<file path="src/hcsr_defs.svh">
//////////////////////////////////////////////////////////////////////
// Shared constants for the hypervisor CSR block, RV64 only
// Addresses follow the H extension map; RV32 high halves do not exist
// UXL reads as a fixed value and UBE reads zero (little-endian only)
//////////////////////////////////////////////////////////////////////

`ifndef HCSR_DEFS_SVH
`define HCSR_DEFS_SVH

// Register width
`define XLEN 64

//////////////////////////////////////////////////////////////////////
// CSR addresses
//////////////////////////////////////////////////////////////////////

// HS level
`define ADR_HSTATUS   12'h600
`define ADR_HEDELEG   12'h602
`define ADR_HIDELEG   12'h603
`define ADR_HTVAL     12'h643
`define ADR_HIP       12'h644
`define ADR_HVIP      12'h645
`define ADR_HTINST    12'h64A

// Guest supervisor
`define ADR_VSSTATUS  12'h200
`define ADR_VSTVEC    12'h205
`define ADR_VSSCRATCH 12'h240
`define ADR_VSEPC     12'h241
`define ADR_VSCAUSE   12'h242
`define ADR_VSTVAL    12'h243

//////////////////////////////////////////////////////////////////////
// Masks and field positions
//////////////////////////////////////////////////////////////////////

// Only synchronous exception codes 0..15 can be delegated
`define HEDELEG_MASK 64'h0000_0000_0000_FFFF
`define HIDELEG_MASK 12'hFFF

// Previous virtualization mode in HSTATUS
`define HSTATUS_SPV_BIT 7

// U-mode XLEN encoding for 64 bits
`define UXL_VALUE 2'd2

`endif

</file>
<file path="src/hcsr_pkg.sv">
//////////////////////////////////////////////////////////////////////
// Types shared by the hypervisor CSR block
// Every view of a CSR word is exactly XLEN bits wide
// VS status keeps only the writable fields; the rest is rebuilt on read
//////////////////////////////////////////////////////////////////////

`include "hcsr_defs.svh"

package hcsrPkg;

  typedef logic [`XLEN-1:0] xlenWord_t;
  typedef logic [11:0]      csrAdr_t;
  typedef logic [11:0]      irqBits_t;

  typedef enum logic [1:0] {
    PRIV_U = 2'd0,
    PRIV_S = 2'd1,
    PRIV_M = 2'd3
  } privMode_t;

  // One name per kept register
  typedef enum logic [3:0] {
    REG_NONE, REG_HSTATUS, REG_HEDELEG, REG_HIDELEG, REG_HIP, REG_HVIP,
    REG_HTVAL, REG_HTINST, REG_VSSTATUS, REG_VSTVEC, REG_VSSCRATCH,
    REG_VSEPC, REG_VSCAUSE, REG_VSTVAL
  } hcsrReg_t;

  // VSSTATUS bit layout, MSB first
  typedef struct packed {
    logic        sd;
    logic [28:0] zero62;
    logic [1:0]  uxl;
    logic [11:0] zero31;
    logic        mxr;
    logic        sum;
    logic        zero17;
    logic [1:0]  xs;
    logic [1:0]  fs;
    logic [3:0]  zero12;
    logic        spp;
    logic        zero7;
    logic        ube;
    logic        spie;
    logic [2:0]  zero4;
    logic        sie;
    logic        zero0;
  } statusView_t;

  typedef struct packed {
    logic [61:0] base;
    logic [1:0]  mode;
  } tvecView_t;

  // A written CSR value seen raw, as a status word or as a trap vector
  typedef union packed {
    xlenWord_t   raw;
    statusView_t status;
    tvecView_t   tvec;
  } csrWord_t;

  typedef struct packed {
    xlenWord_t hstatus;
    xlenWord_t hedeleg;
    irqBits_t  hideleg;
    irqBits_t  hvip;
    xlenWord_t htval;
    xlenWord_t htinst;
  } hsState_t;

  typedef struct packed {
    logic       mxr;
    logic       sum;
    logic [1:0] fs;
    logic       spp;
    logic       spie;
    logic       sie;
    xlenWord_t  tvec;
    xlenWord_t  scratch;
    xlenWord_t  epc;
    xlenWord_t  cause;
    xlenWord_t  tval;
  } vsState_t;

endpackage

</file>
<file path="src/hcsr_if.sv">
//////////////////////////////////////////////////////////////////////
// Internal buses of the hypervisor CSR block
// The write bus carries one decoded write per cycle and the bank state
// The trap bus is read-only for the banks
//////////////////////////////////////////////////////////////////////

`timescale 1ns/1ps

interface hcsrWriteIf import hcsrPkg::*; ();

  logic     writeEn;
  hcsrReg_t regSel;
  csrWord_t writeValue;
  hsState_t hsState;
  vsState_t vsState;

  modport ctrl (
    output writeEn, regSel, writeValue,
    input  hsState, vsState
  );

  // Each bank drives only its own state field
  modport bank (
    input  writeEn, regSel, writeValue,
    output hsState, vsState
  );

endinterface

interface hcsrTrapIf import hcsrPkg::*; ();

  logic       hsTrap;
  logic       vsTrap;
  logic       hsReturn;
  logic       vsReturn;
  privMode_t  privMode;
  logic       virtMode;
  xlenWord_t  nextEpc;
  logic [4:0] nextCause;
  xlenWord_t  nextTval;
  xlenWord_t  nextHtval;
  xlenWord_t  nextHtinst;

  modport src (
    output hsTrap, vsTrap, hsReturn, vsReturn, privMode, virtMode,
    output nextEpc, nextCause, nextTval, nextHtval, nextHtinst
  );

  modport bank (
    input hsTrap, vsTrap, hsReturn, vsReturn, privMode, virtMode,
    input nextEpc, nextCause, nextTval, nextHtval, nextHtinst
  );

endinterface

</file>
<file path="src/hcsrAccessCtrl.sv">
//////////////////////////////////////////////////////////////////////
// CSR access decode for the hypervisor block, purely combinational
// Read data and illegal flag are valid in the cycle of the access
// Illegal reads return zero; illegal writes never reach a bank
//////////////////////////////////////////////////////////////////////

`timescale 1ns/1ps

`include "hcsr_defs.svh"

module hcsrAccessCtrl import hcsrPkg::*; (
  input  logic             csrWrite,
  input  csrAdr_t          csrAdr,
  input  xlenWord_t        csrWriteVal,
  input  privMode_t        privMode,
  input  logic             virtMode,
  input  irqBits_t         mipBits,
  hcsrWriteIf.ctrl         wr,
  output xlenWord_t        csrReadVal,
  output logic             illegalAccess
);

  hcsrReg_t    regSel;
  logic        isHReg;
  logic        isVsReg;
  logic        legalH;
  logic        legalVs;
  logic        writeOk;
  xlenWord_t   readData;
  statusView_t statusView;

  //////////////////////////////////////////////////////////////////////
  // Address decode
  //////////////////////////////////////////////////////////////////////

  always_comb begin
    regSel  = REG_NONE;
    isHReg  = 1'b0;
    isVsReg = 1'b0;
    case (csrAdr)
      `ADR_HSTATUS:   begin regSel = REG_HSTATUS;   isHReg = 1'b1; end
      `ADR_HEDELEG:   begin regSel = REG_HEDELEG;   isHReg = 1'b1; end
      `ADR_HIDELEG:   begin regSel = REG_HIDELEG;   isHReg = 1'b1; end
      `ADR_HIP:       begin regSel = REG_HIP;       isHReg = 1'b1; end
      `ADR_HVIP:      begin regSel = REG_HVIP;      isHReg = 1'b1; end
      `ADR_HTVAL:     begin regSel = REG_HTVAL;     isHReg = 1'b1; end
      `ADR_HTINST:    begin regSel = REG_HTINST;    isHReg = 1'b1; end
      `ADR_VSSTATUS:  begin regSel = REG_VSSTATUS;  isVsReg = 1'b1; end
      `ADR_VSTVEC:    begin regSel = REG_VSTVEC;    isVsReg = 1'b1; end
      `ADR_VSSCRATCH: begin regSel = REG_VSSCRATCH; isVsReg = 1'b1; end
      `ADR_VSEPC:     begin regSel = REG_VSEPC;     isVsReg = 1'b1; end
      `ADR_VSCAUSE:   begin regSel = REG_VSCAUSE;   isVsReg = 1'b1; end
      `ADR_VSTVAL:    begin regSel = REG_VSTVAL;    isVsReg = 1'b1; end
      default:        regSel = REG_NONE;
    endcase
  end

  // H registers are closed to a guest, VS registers only to U/VU
  assign legalH  = (privMode == PRIV_M) | ((privMode == PRIV_S) & ~virtMode);
  assign legalVs = (privMode == PRIV_M) | (privMode == PRIV_S);

  // HIP is derived, so it is never a write target
  assign writeOk = csrWrite & ((isHReg & legalH & (regSel != REG_HIP)) |
                               (isVsReg & legalVs));

  assign wr.writeEn        = writeOk;
  assign wr.regSel         = regSel;
  assign wr.writeValue.raw = csrWriteVal;

  //////////////////////////////////////////////////////////////////////
  // Read path
  //////////////////////////////////////////////////////////////////////

  // Rebuild the guest status word from the stored fields
  always_comb begin
    statusView      = '0;
    statusView.uxl  = `UXL_VALUE;
    statusView.mxr  = wr.vsState.mxr;
    statusView.sum  = wr.vsState.sum;
    statusView.fs   = wr.vsState.fs;
    statusView.spp  = wr.vsState.spp;
    statusView.spie = wr.vsState.spie;
    statusView.sie  = wr.vsState.sie;
    // No extension state, so only a dirty FPU sets SD
    statusView.sd   = (wr.vsState.fs == 2'b11);
  end

  always_comb begin
    readData = '0;
    case (regSel)
      REG_HSTATUS:   readData = wr.hsState.hstatus;
      REG_HEDELEG:   readData = wr.hsState.hedeleg;
      REG_HIDELEG:   readData = {{(`XLEN-12){1'b0}}, wr.hsState.hideleg};
      REG_HIP:       readData = {{(`XLEN-12){1'b0}}, wr.hsState.hvip | mipBits};
      REG_HVIP:      readData = {{(`XLEN-12){1'b0}}, wr.hsState.hvip};
      REG_HTVAL:     readData = wr.hsState.htval;
      REG_HTINST:    readData = wr.hsState.htinst;
      REG_VSSTATUS:  readData = statusView;
      REG_VSTVEC:    readData = wr.vsState.tvec;
      REG_VSSCRATCH: readData = wr.vsState.scratch;
      REG_VSEPC:     readData = wr.vsState.epc;
      REG_VSCAUSE:   readData = wr.vsState.cause;
      REG_VSTVAL:    readData = wr.vsState.tval;
      default:       readData = '0;
    endcase
  end

  assign illegalAccess = (regSel == REG_NONE) | (isHReg & ~legalH) | (isVsReg & ~legalVs) |
                         (csrWrite & (regSel == REG_HIP));

  assign csrReadVal = illegalAccess ? '0 : readData;

endmodule

</file>
<file path="src/hsRegBank.sv">
//////////////////////////////////////////////////////////////////////
// HS-level trap and delegation registers
// Traps and sret win over a CSR write to the same register
// Only SPV in HSTATUS is touched by hardware
//////////////////////////////////////////////////////////////////////

`timescale 1ns/1ps

`include "hcsr_defs.svh"

module hsRegBank import hcsrPkg::*; (
  input  logic     clk,
  input  logic     reset,
  hcsrWriteIf.bank wr,
  hcsrTrapIf.bank  trap
);

  hsState_t hsReg;
  logic     writeHstatus;
  logic     writeHedeleg;
  logic     writeHideleg;
  logic     writeHvip;
  logic     writeHtval;
  logic     writeHtinst;

  assign writeHstatus = wr.writeEn & (wr.regSel == REG_HSTATUS);
  assign writeHedeleg = wr.writeEn & (wr.regSel == REG_HEDELEG);
  assign writeHideleg = wr.writeEn & (wr.regSel == REG_HIDELEG);
  assign writeHvip    = wr.writeEn & (wr.regSel == REG_HVIP);
  assign writeHtval   = wr.writeEn & (wr.regSel == REG_HTVAL);
  assign writeHtinst  = wr.writeEn & (wr.regSel == REG_HTINST);

  always_ff @(posedge clk) begin
    if (reset) begin
      hsReg <= '0;
    end else begin
      // SPV remembers whether the trap came from a guest
      if (trap.hsTrap) begin
        hsReg.hstatus[`HSTATUS_SPV_BIT] <= trap.virtMode;
      end else if (trap.hsReturn) begin
        hsReg.hstatus[`HSTATUS_SPV_BIT] <= 1'b0;
      end else if (writeHstatus) begin
        hsReg.hstatus <= wr.writeValue.raw;
      end

      // Delegation, masked to the codes that may be delegated
      if (writeHedeleg) begin
        hsReg.hedeleg <= wr.writeValue.raw & `HEDELEG_MASK;
      end
      if (writeHideleg) begin
        hsReg.hideleg <= wr.writeValue.raw[11:0] & `HIDELEG_MASK;
      end

      if (writeHvip) begin
        hsReg.hvip <= wr.writeValue.raw[11:0];
      end

      // Trap values
      if (trap.hsTrap) begin
        hsReg.htval  <= trap.nextHtval;
        hsReg.htinst <= trap.nextHtinst;
      end else begin
        if (writeHtval) begin
          hsReg.htval <= wr.writeValue.raw;
        end
        if (writeHtinst) begin
          hsReg.htinst <= wr.writeValue.raw;
        end
      end
    end
  end

  assign wr.hsState = hsReg;

  // The core retires a trap or an sret in one cycle, never both
  assert property (@(posedge clk) disable iff (reset) !(trap.hsTrap && trap.hsReturn))
    else $error("hsTrap and hsReturn high in the same cycle");

endmodule

</file>
<file path="src/vsRegBank.sv">
//////////////////////////////////////////////////////////////////////
// Guest supervisor (VS) registers
// VSSTATUS holds only MXR, SUM, FS, SPP, SPIE and SIE
// A vsTrap or vsReturn takes priority over a CSR write in that cycle
//////////////////////////////////////////////////////////////////////

`timescale 1ns/1ps

`include "hcsr_defs.svh"

module vsRegBank import hcsrPkg::*; (
  input  logic     clk,
  input  logic     reset,
  hcsrWriteIf.bank wr,
  hcsrTrapIf.bank  trap
);

  vsState_t  vsReg;
  csrWord_t  wv;
  xlenWord_t trapCause;
  xlenWord_t tvecNext;
  logic      writeStatus;
  logic      writeTvec;
  logic      writeScratch;
  logic      writeEpc;
  logic      writeCause;
  logic      writeTval;

  assign wv = wr.writeValue;

  assign writeStatus  = wr.writeEn & (wr.regSel == REG_VSSTATUS);
  assign writeTvec    = wr.writeEn & (wr.regSel == REG_VSTVEC);
  assign writeScratch = wr.writeEn & (wr.regSel == REG_VSSCRATCH);
  assign writeEpc     = wr.writeEn & (wr.regSel == REG_VSEPC);
  assign writeCause   = wr.writeEn & (wr.regSel == REG_VSCAUSE);
  assign writeTval    = wr.writeEn & (wr.regSel == REG_VSTVAL);

  // Interrupt flag goes to the MSB, exception code to the low nibble
  assign trapCause = {trap.nextCause[4], {(`XLEN-5){1'b0}}, trap.nextCause[3:0]};

  // Only direct and vectored modes exist, so mode bit 1 reads zero
  assign tvecNext = {wv.tvec.base, 1'b0, wv.tvec.mode[0]};

  //////////////////////////////////////////////////////////////////////
  // Status
  //////////////////////////////////////////////////////////////////////

  always_ff @(posedge clk) begin
    if (reset) begin
      vsReg.mxr  <= 1'b0;
      vsReg.sum  <= 1'b0;
      vsReg.fs   <= 2'b00;
      vsReg.spp  <= 1'b0;
      vsReg.spie <= 1'b0;
      vsReg.sie  <= 1'b0;
    end else if (trap.vsTrap) begin
      vsReg.spie <= vsReg.sie;
      vsReg.sie  <= 1'b0;
      vsReg.spp  <= trap.privMode[0];
    end else if (trap.vsReturn) begin
      vsReg.sie  <= vsReg.spie;
      vsReg.spie <= 1'b1;
      vsReg.spp  <= 1'b0;
    end else if (writeStatus) begin
      vsReg.mxr  <= wv.status.mxr;
      vsReg.sum  <= wv.status.sum;
      vsReg.fs   <= wv.status.fs;
      vsReg.spp  <= wv.status.spp;
      vsReg.spie <= wv.status.spie;
      vsReg.sie  <= wv.status.sie;
    end
  end

  //////////////////////////////////////////////////////////////////////
  // Vector, scratch and trap records
  //////////////////////////////////////////////////////////////////////

  always_ff @(posedge clk) begin
    if (reset) begin
      vsReg.tvec    <= '0;
      vsReg.scratch <= '0;
      vsReg.epc     <= '0;
      vsReg.cause   <= '0;
      vsReg.tval    <= '0;
    end else begin
      if (writeTvec) begin
        vsReg.tvec <= tvecNext;
      end
      if (writeScratch) begin
        vsReg.scratch <= wv.raw;
      end
      if (trap.vsTrap) begin
        vsReg.epc   <= trap.nextEpc;
        vsReg.cause <= trapCause;
        vsReg.tval  <= trap.nextTval;
      end else begin
        if (writeEpc)   vsReg.epc   <= wv.raw;
        if (writeCause) vsReg.cause <= wv.raw;
        if (writeTval)  vsReg.tval  <= wv.raw;
      end
    end
  end

  assign wr.vsState = vsReg;

  // A guest trap and a guest sret cannot retire together
  assert property (@(posedge clk) disable iff (reset) !(trap.vsTrap && trap.vsReturn))
    else $error("vsTrap and vsReturn high in the same cycle");

endmodule

</file>
<file path="src/hcsrTop.sv">
//////////////////////////////////////////////////////////////////////
// Hypervisor CSR block for an RV64 core
// Reads are combinational; writes land at the next rising clk
// Traps and returns act at the edge where they are high
//////////////////////////////////////////////////////////////////////

`timescale 1ns/1ps

`include "hcsr_defs.svh"

module hcsrTop import hcsrPkg::*; (
  input  logic       clk,
  input  logic       reset,
  input  logic       csrWrite,
  input  csrAdr_t    csrAdr,
  input  xlenWord_t  csrWriteVal,
  input  privMode_t  privMode,
  input  logic       virtMode,
  input  irqBits_t   mipBits,
  input  logic       hsTrap,
  input  logic       vsTrap,
  input  logic       hsReturn,
  input  logic       vsReturn,
  input  xlenWord_t  nextEpc,
  input  logic [4:0] nextCause,
  input  xlenWord_t  nextTval,
  input  xlenWord_t  nextHtval,
  input  xlenWord_t  nextHtinst,
  output xlenWord_t  csrReadVal,
  output logic       illegalAccess,
  output logic       hstatusSpv,
  output xlenWord_t  hedeleg,
  output irqBits_t   hideleg,
  output xlenWord_t  vstvec,
  output xlenWord_t  vsepc
);

  hcsrWriteIf writeBus ();
  hcsrTrapIf  trapBus ();

  // Trap side comes straight from the pipeline
  assign trapBus.hsTrap     = hsTrap;
  assign trapBus.vsTrap     = vsTrap;
  assign trapBus.hsReturn   = hsReturn;
  assign trapBus.vsReturn   = vsReturn;
  assign trapBus.privMode   = privMode;
  assign trapBus.virtMode   = virtMode;
  assign trapBus.nextEpc    = nextEpc;
  assign trapBus.nextCause  = nextCause;
  assign trapBus.nextTval   = nextTval;
  assign trapBus.nextHtval  = nextHtval;
  assign trapBus.nextHtinst = nextHtinst;

  hcsrAccessCtrl accessCtrl (
    .csrWrite      (csrWrite),
    .csrAdr        (csrAdr),
    .csrWriteVal   (csrWriteVal),
    .privMode      (privMode),
    .virtMode      (virtMode),
    .mipBits       (mipBits),
    .wr            (writeBus.ctrl),
    .csrReadVal    (csrReadVal),
    .illegalAccess (illegalAccess)
  );

  hsRegBank hsBank (.clk(clk), .reset(reset), .wr(writeBus.bank), .trap(trapBus.bank));

  vsRegBank vsBank (.clk(clk), .reset(reset), .wr(writeBus.bank), .trap(trapBus.bank));

  // State the rest of the core needs every cycle
  assign hstatusSpv = writeBus.hsState.hstatus[`HSTATUS_SPV_BIT];
  assign hedeleg    = writeBus.hsState.hedeleg;
  assign hideleg    = writeBus.hsState.hideleg;
  assign vstvec     = writeBus.vsState.tvec;
  assign vsepc      = writeBus.vsState.epc;

endmodule

</file>
<file path="config.mk">
export PLATFORM = sky130hd
export DESIGN_NAME = hcsrTop
export DESIGN_NICKNAME = d
export VERILOG_FILES = /design/src/hcsr_pkg.sv /design/src/hcsr_if.sv /design/src/hcsrAccessCtrl.sv /design/src/hsRegBank.sv /design/src/vsRegBank.sv /design/src/hcsrTop.sv
export VERILOG_INCLUDE_DIRS = /design/src
export SDC_FILE = /design/constraint.sdc
export NUM_CORES = 1
export LEC_CHECK = 0
export BUFFER_PORTS_ARGS = -buffer_cell sky130_fd_sc_hd__buf_2
export CORE_ASPECT_RATIO = 1.2
export CORE_MARGIN = 2
export CORE_UTILIZATION = 45
export CTS_BUF_LIST = sky130_fd_sc_hd__clkbuf_4
export CTS_CLUSTER_DIAMETER = 150
export DETAILED_ROUTE_END_ITERATION = 7
export GPL_TIMING_DRIVEN = 0
export MAX_ROUTING_LAYER = met4
export PLACE_DENSITY = 0.68
export SLEW_MARGIN = 0
export SYNTH_ARGS = -nofsm -noshare
export SYNTH_HDL_FRONTEND = slang
export SYNTH_SLANG_ARGS = --single-unit
</file>
<file path="constraint.sdc">
create_clock -name clk -period 2.9 [get_ports clk]
set_input_delay 0.29 -clock clk [delete_from_list [all_inputs] [get_ports clk]]
set_output_delay 0.29 -clock clk [all_outputs]
set_load 0.03 [all_outputs]
</file>
== After elaboration in Yosys (flattened, before gate mapping) ==
Cells that the tools add are included.
Operators by class
  $add $sub $neg: 0
  multipliers: 0
  divide/modulo/power cells: 0
  $lt $le $gt $ge: 0
  eq/ne operators: 30
  shift operators: 0
  mux-type cells: 18
  bitwise operators: 34
  reduce and logical (&&, ||, !) cells: 14
Operators with widths (number)
  case mux 64 bit (13 select lines): 1
  two-way mux 64 bit: 6
  two-way mux 192 bit: 1
  two-way mux 128 bit: 1
  equality test 12 x 11 -> 1 bit, second input constant: 7
  equality test 12 x 10 -> 1 bit, second input constant: 6
  case mux 4 bit (13 select lines): 1
  equality test 4 bit, second input constant: 6
  AND 1 bit: 20
  equality test 4 x 3 -> 1 bit, second input constant: 4
  bitwise OR 12 bit: 1
  nonzero test 2 bit: 6
  two-way mux 3 bit: 3
  equality test 4 x 2 -> 1 bit, second input constant: 2
  two-way mux 8 bit: 1
  NOT 1 bit: 7
  OR reduction 7 bit: 1
  bitwise OR 1 bit: 6
  AND reduction 3 bit: 2
  nonzero test 3 bit: 2
  OR reduction 6 bit: 1
  equality test 2 bit, second input constant: 2
  equality test 4 x 1 -> 1 bit, second input constant: 1
  logical NOT 4 bit: 1
  4 further kinds: 7
Word-level totals
  register bits: 558
  latch bits: 0
  bits in writable memories: 0
  ROM bits: 0
  input bits: 359
  word-level logic and storage cells: 115
  memories kept: 0

== Depth between registers and ports, before layout ==
  word-level depth: 11
  mapped depth: 12

== Worst setup path after synthesis ==
No wires, ideal clock.
  path kind: input port to output port
  start point: input csrAdr[0]
  end point: output csrReadVal[54]
  arrival time: 2.974 ns
  slack: -0.364 ns
  cell stages on the path: 11
  buffers on the path: 5
  path through: buf_2 -> or4_1 -> clkbuf_1 -> nor3_2 -> clkbuf_1 -> buf_1 -> buf_1 -> a222oi_1 -> nand2_1 -> a21oi_1 -> a31oi_1
On the way
  word-level cells in the longest chain between the ends: 8
  elaborated cells on any way between the ends: 40
Ends and longest elaborated chain
  from (decl): RTL line hcsrTop.sv:15  | input csrAdr_t csrAdr,
  parallel branches: the longest is 7 deep, another holds case mux 64 bit (13 select lines)
  two-way mux 64 bit *: RTL line hcsrAccessCtrl.sv:111  | assign csrReadVal = illegalAccess ? '0 : readData;
  to (decl): RTL line hcsrTop.sv:29  | output xlenWord_t csrReadVal,
Mark *: on every way between the ends.

== Final worst setup path ==
  start point: register vsBank.vsReg, in the netlist vsBank.wr.vsState[135]
  end point: output csrReadVal[7]
On the way
  word-level cells in the longest chain between the ends: 2
Ends and longest elaborated chain
  from (decl): RTL line vsRegBank.sv:18  | vsState_t vsReg;
  case mux 64 bit (13 select lines): RTL line hcsrAccessCtrl.sv:90  | case (regSel)
  two-way mux 64 bit: RTL line hcsrAccessCtrl.sv:111
No other way between the ends.

==> reports/metrics.csv <==
stage,metric,value,unit
status,outcome,"finished, violations left",
status,violated checks,"DRC, setup timing",
pwr,leakage power,18.4,nW
sta,tightest slew margin relative to the limit,3.31,%
placed_design,DPL Wire Length,102000,um
setup_path,crit path capture type,output port,
floorplan,Core ar.,62900,um2
hold_path,worst min path class,primary input to register,
global_route,gr ovfl total,0,
floorplan,standard-cell rows,101,
sta,time the final worst path needs with I/O delays and setup,3220,ps
clock_tree,clock slew at the register clock pins of the worst setup and hold paths,70,ps
setup_path,worst-path fanout max,2,
clock_tree,TritonCTS sink count,558,
route,count of routing violations after the opening detailed-route iteration,4583,
cells_and_area,"commonest cells after routing, fill and taps aside","nand2_1, buf_2, dfxtp_1",
global_route,initial antenna violation count,13,
floorplan,number of primary I/O pins,629,
route,overall via count from detail_route,35500,
cells_and_area,net count of the finished layout,5181,
setup_path,required time reported for the critical path endpoint,2610,ps
placed_design,post-placement setup slack,-2120,ps
global_route,via count of the first global-routing pass,34400,
flow_run,reported max-cap violation count,0,
placed_design,number of port buffers,523,
route,Post-route DRC,3,
pwr,IR Drop Worst-Case VDD,0.302,mV
floorplan,height of the chip,280,um
logic_synthesis,post-synthesis instance total,3566,
cells_and_area,count of non-filler cells in the finished layout,5777,
global_route,first-pass GRT wire length,219000,um
sta,final-report setup violation count,74,
route,routed wire length per instance,27.2,um
logic_synthesis,post-synthesis average cell area,7.99,um2
global_route,aggregate global-route resource usage,47.2,%
placed_design,number of cells in the design after placement,4963,
global_route,largest net degree at the start of global routing,17,
logic_synthesis,post-synthesis async set-or-reset flop share,0,%
cells_and_area,Final Core Density,68.4,%
pwr,Power Density,427,nW/um2
logic_synthesis,most instantiated flip-flop cell in the synthesis netlist,dfxtp_1,
logic_synthesis,area of the mapped netlist,28500,um2
sta,Max Clk Rate,310,MHz
cells_and_area,fraction of final layout cells with drive strength greater than 1,34.7,%
placed_design,Final Wtd Congestion,1.01,
logic_synthesis,count of unique library cells instantiated by Yosys,68,
cells_and_area,"most common cell after layout, fill and taps aside",nand2_1,
setup_path,worst setup path category,register to output port,
route,count of antenna-violating nets left after detailed routing,0,
clock_tree,"buffers from clock root to sink, at most",3,
logic_synthesis,"FF+latch count, synth",558,
cells_and_area,synthesis-to-finish area growth,51.1,%
route,TritonRoute pass-1 iters,8,
floorplan,overall die area,65300,um2
clock_tree,number of buffers created by CTS,149,
clock_tree,Root Buffer,clkbuf_4,
logic_synthesis,proportion of synthesized chip area in sequential cells,39.2,%
clock_tree,# H-tree levels,4,
route,Avg Vias per Cell,6.15,
clock_tree,TritonCTS clock tree,yes,
logic_synthesis,Ys Warns,0,
route,final wirelength,157000,um
clock_tree,clk_lat worst skew,1060,ps
sta,setup repair after global routing missed its margin,true,
sta,number of hold-slack violations in the final timing report,0,
floorplan,x dimension of the die,234,um
logic_synthesis,count of flip-flops with a built-in enable after synthesis,0,
sta,transition time at the pin with the least slew margin,1450,ps
sta,share of the cycle needed by the critical path after routing,111,%
floorplan,effective utilization at floorplan,45.3,%
sta,smallest setup slack after layout,-322,ps
sta,Clock Skews,0.0354,ps
setup_path,signal arrival time at the worst endpoint,2930,ps
sta,final number of max-transition violations,0,
setup_path,Startpoint Class,register,
power by group:
| group | internal [W] | total (W) | switching, W |
|---|---|---|---|
| Clock | 0.00379 | 0.00754 | 0.00375 |
| Combinational | 0.00118 | 0.00273 | 0.00155 |
| Sequential | 0.00790 | 0.00811 | 0.000204 |
flip-flops by register name, indices dropped and copies added (netlist names):
register and cells:
vsBank.wr.vsState 326, hsBank.wr.hsState 232
worst max-delay path, cell delays in order, from the launching register on:
cell and delay [ps]:
dfxtp_2 320, a222oi_1 610, nand3_1 290, a221oi_2 300
a31oi_2 150, buf_6 160
worst paths after layout:
kind	start	slack, ps	endpoint	depth (start not counted)
setup / recovery	vsBank.wr.vsState[135]$_SDFFE_PP0P_	-320	csrReadVal[7]	5
hold / removal	nextHtval[7]	10	hsBank.wr.hsState[71]$_SDFFE_PP0P_	4
setup reg to reg	vsBank.wr.vsState[183]$_SDFFE_PP0P_	1390	vsBank.wr.vsState[183]$_SDFFE_PP0P_	3
hold reg to reg	hsBank.wr.hsState[227]$_SDFFE_PP0P_	450	hsBank.wr.hsState[227]$_SDFFE_PP0P_	2
cells in the mapped netlist, types with 27 or more instances:
| library cell | n | area (um2) |
|---|---|---|
| mux2_2 | 48 | 541 |
| nor2_1 | 407 | 1530 |
| a222oi_1 | 34 | 340 |
| a2111oi_2 | 117 | 1760 |
| a221o_1 | 27 | 270 |
| nand3_1 | 52 | 260 |
| a311oi_1 | 64 | 561 |
| nand2_1 | 675 | 2530 |
| a22oi_1 | 38 | 285 |
| nor4_1 | 43 | 269 |
| nor3_1 | 200 | 1000 |
| clkbuf_1 | 221 | 830 |
| dfxtp_1 | 558 | 11200 |
| a221oi_1 | 50 | 438 |
| a22o_1 | 35 | 307 |
| buf_2 | 118 | 591 |
| a21oi_1 | 295 | 1480 |
| buf_4 | 215 | 1610 |
| inv_1 | 101 | 379 |
| mux2i_1 | 88 | 881 |
| a31oi_1 | 34 | 213 |
metal layers:
layer	global-route usage, %	up-vias	share of wire, %
met5	-	-	0
met4	37.3	0	9.6
met3	12.7	951	12
met2	71.6	3096	44
met1	52.1	16600	34
li1	-	14900	-
kinds of logic after synthesis:
kind of cell              Yosys count  synth area share (%)
buffers and inverters             683                  12.6
AOI/OAI and AO/OA                 759                  22.1
DFF                               558                  39.2
and+or+nand+nor                  1427                  21.0
muxes                             136                  4.99
other                               1                0.0132
xor gates and xnor gates            2                0.0615
cell type report:
class                           instances  area (um2)
Buffer                                568        3830
Antenna cell                           19        47.5
Clock inverter                         40         263
Timing Repair Buffer                 1070        8680
Fill cell                            4938       19900
Multi-Input combinational cell       2373       15900
Clock buffer                          223        1670
Inverter                              102         383
Tap cell                              824        1030
Sequential cell                       558       11200
stage by stage:
stage / cell area (um2) / hold slack (ps) / total power [W] / TNS [ps]
final: 43000 / 10.4 / 0.0184 / -6490
after global routing: 43000 / 32.7 / 0.0188 / -8040
after CTS: 42000 / 3.11 / 0.0180 / -2720
after detailed placement: 32900 / 444 / 0.0102 / -770760
after global placement: 32900 / 437 / 0.0102 / -883270
after floorplan: 29200 / 427 / 0.00943 / -1470
timing repair:
action / in CTS / in global routing
resized for setup: 532 / 170
pin swaps: 81 / 99
setup endpoints to repair: 369 / 174
setup buffers: 72 / 50
hold buffers: 418 / 0
hold endpoints to repair: 555 / 0
cloned: 8 / 5
Note: power is estimated with default switching activity, not from simulation.
